### src/logic/bpred_pkg.sv
/* Branch prediction shared definitions
   Table sizes, reset PC and the PC field view used by the BTB */
package bpred_pkg;

	// BTB geometry
	localparam int btb_rows = 16;		// Direct mapped rows
	localparam int btb_index_bits = 4;	// PC[5:2]
	localparam int btb_tag_bits = 10;	// PC[15:6]
	localparam int btb_target_bits = 12;	// Stored target is PC[13:2]

	// Direction table geometry
	localparam int bht_rows = 64;		// Two-bit counters
	localparam int bht_index_bits = 6;	// PC[7:2]

	// Weakly not taken, upper bit is the prediction
	localparam logic [1:0] ctr_reset = 2'b01;

	// First fetch address out of reset
	localparam logic [31:0] reset_pc = 32'h0000_1000;

	// Width left over above the tag
	localparam int pc_high_bits = 32 - btb_tag_bits - btb_index_bits - 2;

	// PC word, either raw or split into BTB fields
	typedef union packed {
		logic [31:0] word;			// Raw address
		struct packed {
			logic [pc_high_bits-1:0] high;		// Above the tag, PC[31:16]
			logic [btb_tag_bits-1:0] tag;		// PC[15:6]
			logic [btb_index_bits-1:0] index;	// PC[5:2]
			logic [1:0] offset;			// Byte offset, zero for aligned fetch
		} f;
	} pc_word_u;

endpackage

### src/logic/btb.sv
/* Direct-mapped branch target buffer with partial targets
   Combinational lookup with the pending update bypassed in, allocate on taken */
`timescale 1ns/1ps

module btb (
	input logic clock,
	input logic reset,
	input bpred_pkg::pc_word_u lookup_pc,		// Fetch address
	input logic lookup_en,				// Fetched word is a branch
	input logic update_en,				// Taken branch resolved
	input bpred_pkg::pc_word_u update_pc,		// Address of the resolved branch
	input logic [31:0] update_target,		// Its computed target
	output logic hit,
	output logic [31:0] target
);

	import bpred_pkg::*;

	// Table state
	logic [btb_rows-1:0] valid;
	logic [btb_rows-1:0] next_valid;
	logic [btb_rows-1:0][btb_tag_bits-1:0] tag;
	logic [btb_rows-1:0][btb_tag_bits-1:0] next_tag;
	logic [btb_rows-1:0][btb_target_bits-1:0] target_addr;	// PC[13:2] of the target
	logic [btb_rows-1:0][btb_target_bits-1:0] next_target_addr;

	// Row selects
	logic [btb_index_bits-1:0] lookup_index;
	logic [btb_index_bits-1:0] update_index;
	logic tag_match;

	assign lookup_index = lookup_pc.f.index;
	assign update_index = update_pc.f.index;

	// Next state of the table
	always_comb begin
		next_valid = valid;
		next_tag = tag;
		next_target_addr = target_addr;
		// A taken branch claims its row whatever was there before
		if (update_en) begin
			next_valid[update_index] = 1'b1;
			next_tag[update_index] = update_pc.f.tag;
			next_target_addr[update_index] = update_target[btb_target_bits+1:2];
		end
	end

	// Lookup sees this cycle's update
	assign tag_match = (next_tag[lookup_index] == lookup_pc.f.tag);

	always_comb begin
		hit = lookup_en & next_valid[lookup_index] & tag_match;
		if (hit) begin
			// Upper bits come from the fetch PC and the low two bits are zero
			target = {lookup_pc.word[31:btb_target_bits+2],
				next_target_addr[lookup_index], 2'b00};
		end else begin
			target = lookup_pc.word;	// Falls back to the fetch PC
		end
	end

	// Valid bits clear on reset
	always_ff @(posedge clock) begin
		if (reset) begin
			valid <= '0;
		end else begin
			valid <= next_valid;
		end
	end

	// Tag and target arrays
	always_ff @(posedge clock) begin
		tag <= next_tag;
		target_addr <= next_target_addr;
	end

endmodule

### src/logic/bht.sv
/* Branch history table of two-bit saturating direction counters
   Combinational lookup with this cycle's training bypassed in */
`timescale 1ns/1ps

module bht (
	input logic clock,
	input logic reset,
	input logic [31:0] lookup_pc,		// Fetch address
	input logic update_en,			// Branch resolved this cycle
	input logic [31:0] update_pc,		// Address of the resolved branch
	input logic update_taken,		// Its outcome
	output logic taken			// Predicted direction at lookup_pc
);

	import bpred_pkg::*;

	logic [bht_rows-1:0][1:0] ctr;
	logic [bht_rows-1:0][1:0] next_ctr;
	logic [bht_index_bits-1:0] lookup_index;	// PC[7:2]
	logic [bht_index_bits-1:0] update_index;
	logic [1:0] cur_ctr;				// Counter being trained
	logic [1:0] trained_ctr;

	assign lookup_index = lookup_pc[bht_index_bits+1:2];
	assign update_index = update_pc[bht_index_bits+1:2];
	assign cur_ctr = ctr[update_index];

	// Saturating step, stops at 0 and 3
	always_comb begin
		trained_ctr = cur_ctr;
		if (update_taken) begin
			if (cur_ctr != 2'b11)
				trained_ctr = cur_ctr + 2'b01;
		end else begin
			if (cur_ctr != 2'b00)
				trained_ctr = cur_ctr - 2'b01;
		end
	end

	always_comb begin
		next_ctr = ctr;
		if (update_en)
			next_ctr[update_index] = trained_ctr;
	end

	// Upper bit of the bypassed counter
	assign taken = next_ctr[lookup_index][1];

	always_ff @(posedge clock) begin
		if (reset) begin
			for (int i = 0; i < bht_rows; i++) begin
				ctr[i] <= ctr_reset;	// Weakly not taken
			end
		end else begin
			ctr <= next_ctr;
		end
	end

endmodule

### src/logic/fetch_pc_gen.sv
/* Fetch address generator
   Picks redirect, stall, predicted target or next sequential PC each cycle */
`timescale 1ns/1ps

module fetch_pc_gen (
	input logic clock,
	input logic reset,
	input logic fetch_ready,		// Low holds the PC
	input logic predict_taken,		// Predictor says jump
	input logic [31:0] predict_target,
	input logic redirect,			// Execute found a misprediction
	input logic [31:0] resolve_pc,
	input logic resolve_taken,
	input logic [31:0] resolve_target,
	output logic [31:0] fetch_pc
);

	import bpred_pkg::*;

	logic [31:0] seq_pc;		// Fall-through address
	logic [31:0] redirect_pc;	// Corrected address from execute
	logic [31:0] next_pc;

	assign seq_pc = fetch_pc + 32'd4;

	// Taken branch goes to its target, otherwise to the word after it
	assign redirect_pc = resolve_taken ? resolve_target : resolve_pc + 32'd4;

	// Priority below reset
	always_comb begin
		if (redirect) begin
			next_pc = redirect_pc;		// Wins over a stall too
		end else if (!fetch_ready) begin
			next_pc = fetch_pc;		// Stalled
		end else if (predict_taken) begin
			next_pc = predict_target;
		end else begin
			next_pc = seq_pc;
		end
	end

	always_ff @(posedge clock) begin
		if (reset)
			fetch_pc <= reset_pc;
		else
			fetch_pc <= next_pc;
	end

endmodule

### src/logic/branch_predictor.sv
/* Fetch-side branch predictor
   BTB plus direction counters feeding the fetch PC generator */
`timescale 1ns/1ps

module branch_predictor (
	input logic clock,
	input logic reset,
	input logic fetch_ready,		// Fetch can accept a new PC
	input logic fetch_is_branch,		// Decode flag for the word at fetch_pc
	input logic resolve_valid,		// Execute reports a branch
	input logic [31:0] resolve_pc,
	input logic resolve_taken,
	input logic [31:0] resolve_target,
	input logic resolve_mispredict,
	output logic [31:0] fetch_pc,
	output logic predict_taken,
	output logic [31:0] predict_target
);

	logic btb_hit;
	logic [31:0] btb_target;
	logic dir_taken;		// Counter says taken
	logic btb_alloc;		// Only taken branches go in the BTB
	logic redirect;

	assign btb_alloc = resolve_valid & resolve_taken;
	assign redirect = resolve_valid & resolve_mispredict;

	// Needs a known target and a taken direction
	assign predict_taken = btb_hit & dir_taken;
	assign predict_target = btb_target;

	btb btb_i (
		.clock(clock),
		.reset(reset),
		.lookup_pc(fetch_pc),
		.lookup_en(fetch_is_branch),
		.update_en(btb_alloc),
		.update_pc(resolve_pc),
		.update_target(resolve_target),
		.hit(btb_hit),
		.target(btb_target)
	);

	bht bht_i (
		.clock(clock),
		.reset(reset),
		.lookup_pc(fetch_pc),
		.update_en(resolve_valid),	// Trains on every outcome
		.update_pc(resolve_pc),
		.update_taken(resolve_taken),
		.taken(dir_taken)
	);

	fetch_pc_gen pc_gen_i (
		.clock(clock),
		.reset(reset),
		.fetch_ready(fetch_ready),
		.predict_taken(predict_taken),
		.predict_target(predict_target),
		.redirect(redirect),
		.resolve_pc(resolve_pc),
		.resolve_taken(resolve_taken),
		.resolve_target(resolve_target),
		.fetch_pc(fetch_pc)
	);

endmodule

### config.mk
export PLATFORM = sky130hd
export DESIGN_NAME = branch_predictor
export DESIGN_NICKNAME = d
export VERILOG_FILES = /design/src/logic/bpred_pkg.sv /design/src/logic/btb.sv /design/src/logic/bht.sv /design/src/logic/fetch_pc_gen.sv /design/src/logic/branch_predictor.sv
export SDC_FILE = /design/constraint.sdc
export NUM_CORES = 1
export LEC_CHECK = 0
export ABC_CLOCK_PERIOD_IN_PS = 16400
export BUFFER_PORTS_ARGS = -buffer_cell sky130_fd_sc_hd__buf_2
export CAP_MARGIN = 20
export CORE_ASPECT_RATIO = 0.75
export CORE_MARGIN = 5
export CORE_UTILIZATION = 65
export DETAILED_ROUTE_END_ITERATION = 6
export HOLD_SLACK_MARGIN = 0.02
export PLACE_DENSITY_LB_ADDON = 0.25
export RECOVER_POWER = 100
export SLEW_MARGIN = 20
export SYNTH_ARGS = -nofsm -noshare
export SYNTH_HDL_FRONTEND = slang
export SYNTH_SLANG_ARGS = --single-unit
### constraint.sdc
create_clock -name clock -period 16.4 [get_ports clock]
set_clock_uncertainty 0.2 [all_clocks]
set_input_delay 2.46 -clock clock [delete_from_list [all_inputs] [get_ports clock]]
set_output_delay 2.46 -clock clock [all_outputs]
set_load 0.01 [all_outputs]
==> out/results.txt <==
status: finished with violations
failing checks: design-rule violations, max-capacitance violations, max-slew violations
Detailed Route Iter0 Violations: 2973
Post-Layout Cell Count: 3146
Die H: 182 um
Yosys top cell area share: 0.414
FF-to-FF path depth: 14
Post-Syn Area: 0.0255 mm2
crit start category: input port
Netlist cell types: 78
Synth Register Bits: 528
GRT Resource Usage Total: 0.375
Syn Inst Count: 2610
routability cong.: 0.977
Num CTS Buffers: 50
first-pass GRT wire length: 128000 um
Worst R2R Start: pc_gen_i.fetch_pc[3]$_SDFFE_PP0P_
fillers: 2840
H-tree depth: 2
Worst path slowest cell: clkbuf_1
largest net degree at the start of global routing: 78
Sequential Power Share: 0.454
RSZ-0062 raised after global routing: no
Final Max Tran Viols: 505
DR vias: 21887
crit path buf inv count: 5
vias per cell: 6.96
number of global-route vias before repair: 21319
Final Hold Fails: 0
WL final: 84600 um
hold depth: 2
CTS root buffer: clkbuf_16
Hold Crit Class: register to register
HPWL Detailed: 54800 um
number of flops mapped to enable cells by yosys: 0
sw frac: 0.280
register area: 0.0106 mm2
routed length per instance: 26.9 um
worst r2r dst: pc_gen_i.fetch_pc[6]$_SDFFE_PP0P_
worst-path cell chain: buf_2, clkbuf_1, ha_1, and3_1, and3_1, clkbuf_1, mux2i_1, mux4_2, mux4_2, xnor2_1, nor4_1, nand4_1, nor2_2, buf_4, mux2_1, buf_2
fin area: 0.0277 mm2
critical path peak fanout: 48
total congestion overflow: 0
Die W: 239 um
logic gate share of total power: 0.190
Post-DRT Antenna Nets: 0
max-cap violations: 15
sequential element share of the synthesized area: 0.414
# rows: 62
Yosys top cell by area: dfxtp_1
clock-pin slew on the worst setup and hold paths: 0.06 ns
fraction of layout cells with a size suffix above 1: 0.175
top post-synthesis cells by area: dfxtp_1, mux2_2, mux4_2
core footprint: 0.0386 mm2
clk buf depth: 3
FMAX: 73.2 MHz
postcts setup bufs: 0
total die area: 0.0434 mm2
clock latency on the worst-skew pair: 0.61 ns
Stages on worst setup path: 16
crit share post-route: 0.833
Hold Path End: btb_i.target_addr[104]$_DFF_P_
most common cell in the netlist: dfxtp_1
share of flip-flops with an asynchronous set or reset: 0
post-CTS sizing: 0
hold path startpoint: btb_i.target_addr[104]$_DFF_P_
TritonRoute pass-1 iters: 7
Net count, final: 2671
area of placed instances: 0.0263 mm2
CP max stage delay: 2.28 ns
worst vdd ir: 90.9 uV
setup slack, reg-to-reg: 7.24 ns
num ports: 136
Pint: 2430 uW
Initial Util: 0.662
crit path capture type: output pin
Clock power frac: 0.356
Mapped Avg Cell Area: 9.78 um2
Mapped Nets: 2686
synth cell count leaders: dfxtp_1, mux2_2, nand2_1, nor2_1, clkbuf_1
antenna violations before repair: 3
Leak: 0.0109 uW
Final TNS setup: 0 ns
delay-heaviest family, CP: buffers and inverters
PD cells: 122 mW/mm2
Worst EP required: 13.74 ns
Final min period: 13.66 ns
WS Path Type: input port to output pin
CTS Hold Bufs: 0
Synth warnings: 0
Clock Sinks: 528
area taken by multi-input logic gates: 0.0136 mm2
setup violators final: 0
drt drc: 1
Hold WS: 0.248 ns
area growth from synthesis to layout: 8.63%
Switch Pwr: 947 uW
Post-Place Cells: 3055
CTS tree: built
Buffers on Ports: 135
main flop type after synthesis: dfxtp_1
worst-margin pin slew: 3.26 ns
max_slew headroom: -1.17
CP Data Arrival Time: 11.00 ns
[area by class of cell]
type | count | area share
flip-flops and latches | 528 | 0.381
clock buffers | 74 | 0.0516
inverters | 79 | 0.0107
multi-input cells | 1747 | 0.491
well taps | 512 | 0.0231
repair buffers | 189 | 0.0338
clock inverters | 16 | 0.00843
diodes | 1 | 0.0000902
[routing by layer]
metal	vias to the layer above	share of wire	GRT usage
li1	9477	-	-
met1	10521	0.39	0.530
met2	1607	0.42	0.551
met3	282	0.14	0.110
met4	0	0.039	0.134
met5	-	0	0
[placed cells by master, fill, tap and decap left out, drive strengths merged, types with 14 or more instances in the layout]
cell type	netlist	routed
a211oi	72	72
a21oi	63	63
a22oi	19	19
a31oi	17	17
and3	24	24
buf	85	113
clkbuf	171	150
dfxtp	528	528
inv	79	78
mux2	288	288
mux2i	103	103
mux4	95	95
nand2	260	260
nand3	54	54
nand4	16	16
nor2	228	228
nor2b	14	14
nor3	54	54
nor4	23	23
o211ai	32	32
o21ai	80	80
o22ai	22	22
o311ai	51	51
o31ai	15	15
xnor2	22	22
xor2	23	23
[cells by family (layout without fill, tap and decap cells)]
family	Yosys count	count (layout)	synth area share
AND/OR/NAND/NOR	739	739	0.131
flip-flops	528	528	0.414
multiplexers	486	486	0.251
AO/OA/AOI/OAI	472	472	0.132
buffers and inverters	335	358	0.0543
XOR/XNOR	45	45	0.0154
adder cells (fa/ha/maj)	5	5	0.00245
other	0	1	0
[through the flow]
stage | setup WS [ns] | utilization | power, uW
after floorplan | 7.10 | - | 2000
after global placement | 6.08 | 0.681 | 2160
after detailed placement | 5.85 | 0.681 | 2190
after CTS | 5.80 | 0.724 | 3370
after global routing | 2.76 | 0.720 | 3480
final | 2.74 | 0.720 | 3380
[worst max path at each step]
stage / end / slack [ns] / from
2_1_floorplan: predict_target[2] / 7.10 / resolve_pc[3]
3_3_place_gp: predict_target[13] / 6.08 / resolve_pc[3]
3_5_place_dp: predict_target[13] / 5.85 / resolve_pc[3]
4_1_cts: predict_target[13] / 5.80 / resolve_pc[3]
5_1_grt: predict_target[13] / 2.76 / resolve_pc[3]
6_report: predict_target[13] / 2.74 / resolve_pc[3]
[tightest hold or removal path: cells and delay by family, from the launching register on]
kind	cells	cell delay [ns]
AND/OR/NAND/NOR	2	0.11
flip-flops	1	0.30
[power groups by stage]
stage | Clock, uW | Sequential [uW] | Combinational, uW
global placement | 0 | 1550 | 609
finish | 1200 | 1530 | 641
CTS | 1200 | 1530 | 639
global route | 1250 | 1550 | 681
detailed placement | 0 | 1560 | 633
floorplan | 0 | 1530 | 471
Note: power is estimated with default switching activity, not from simulation.
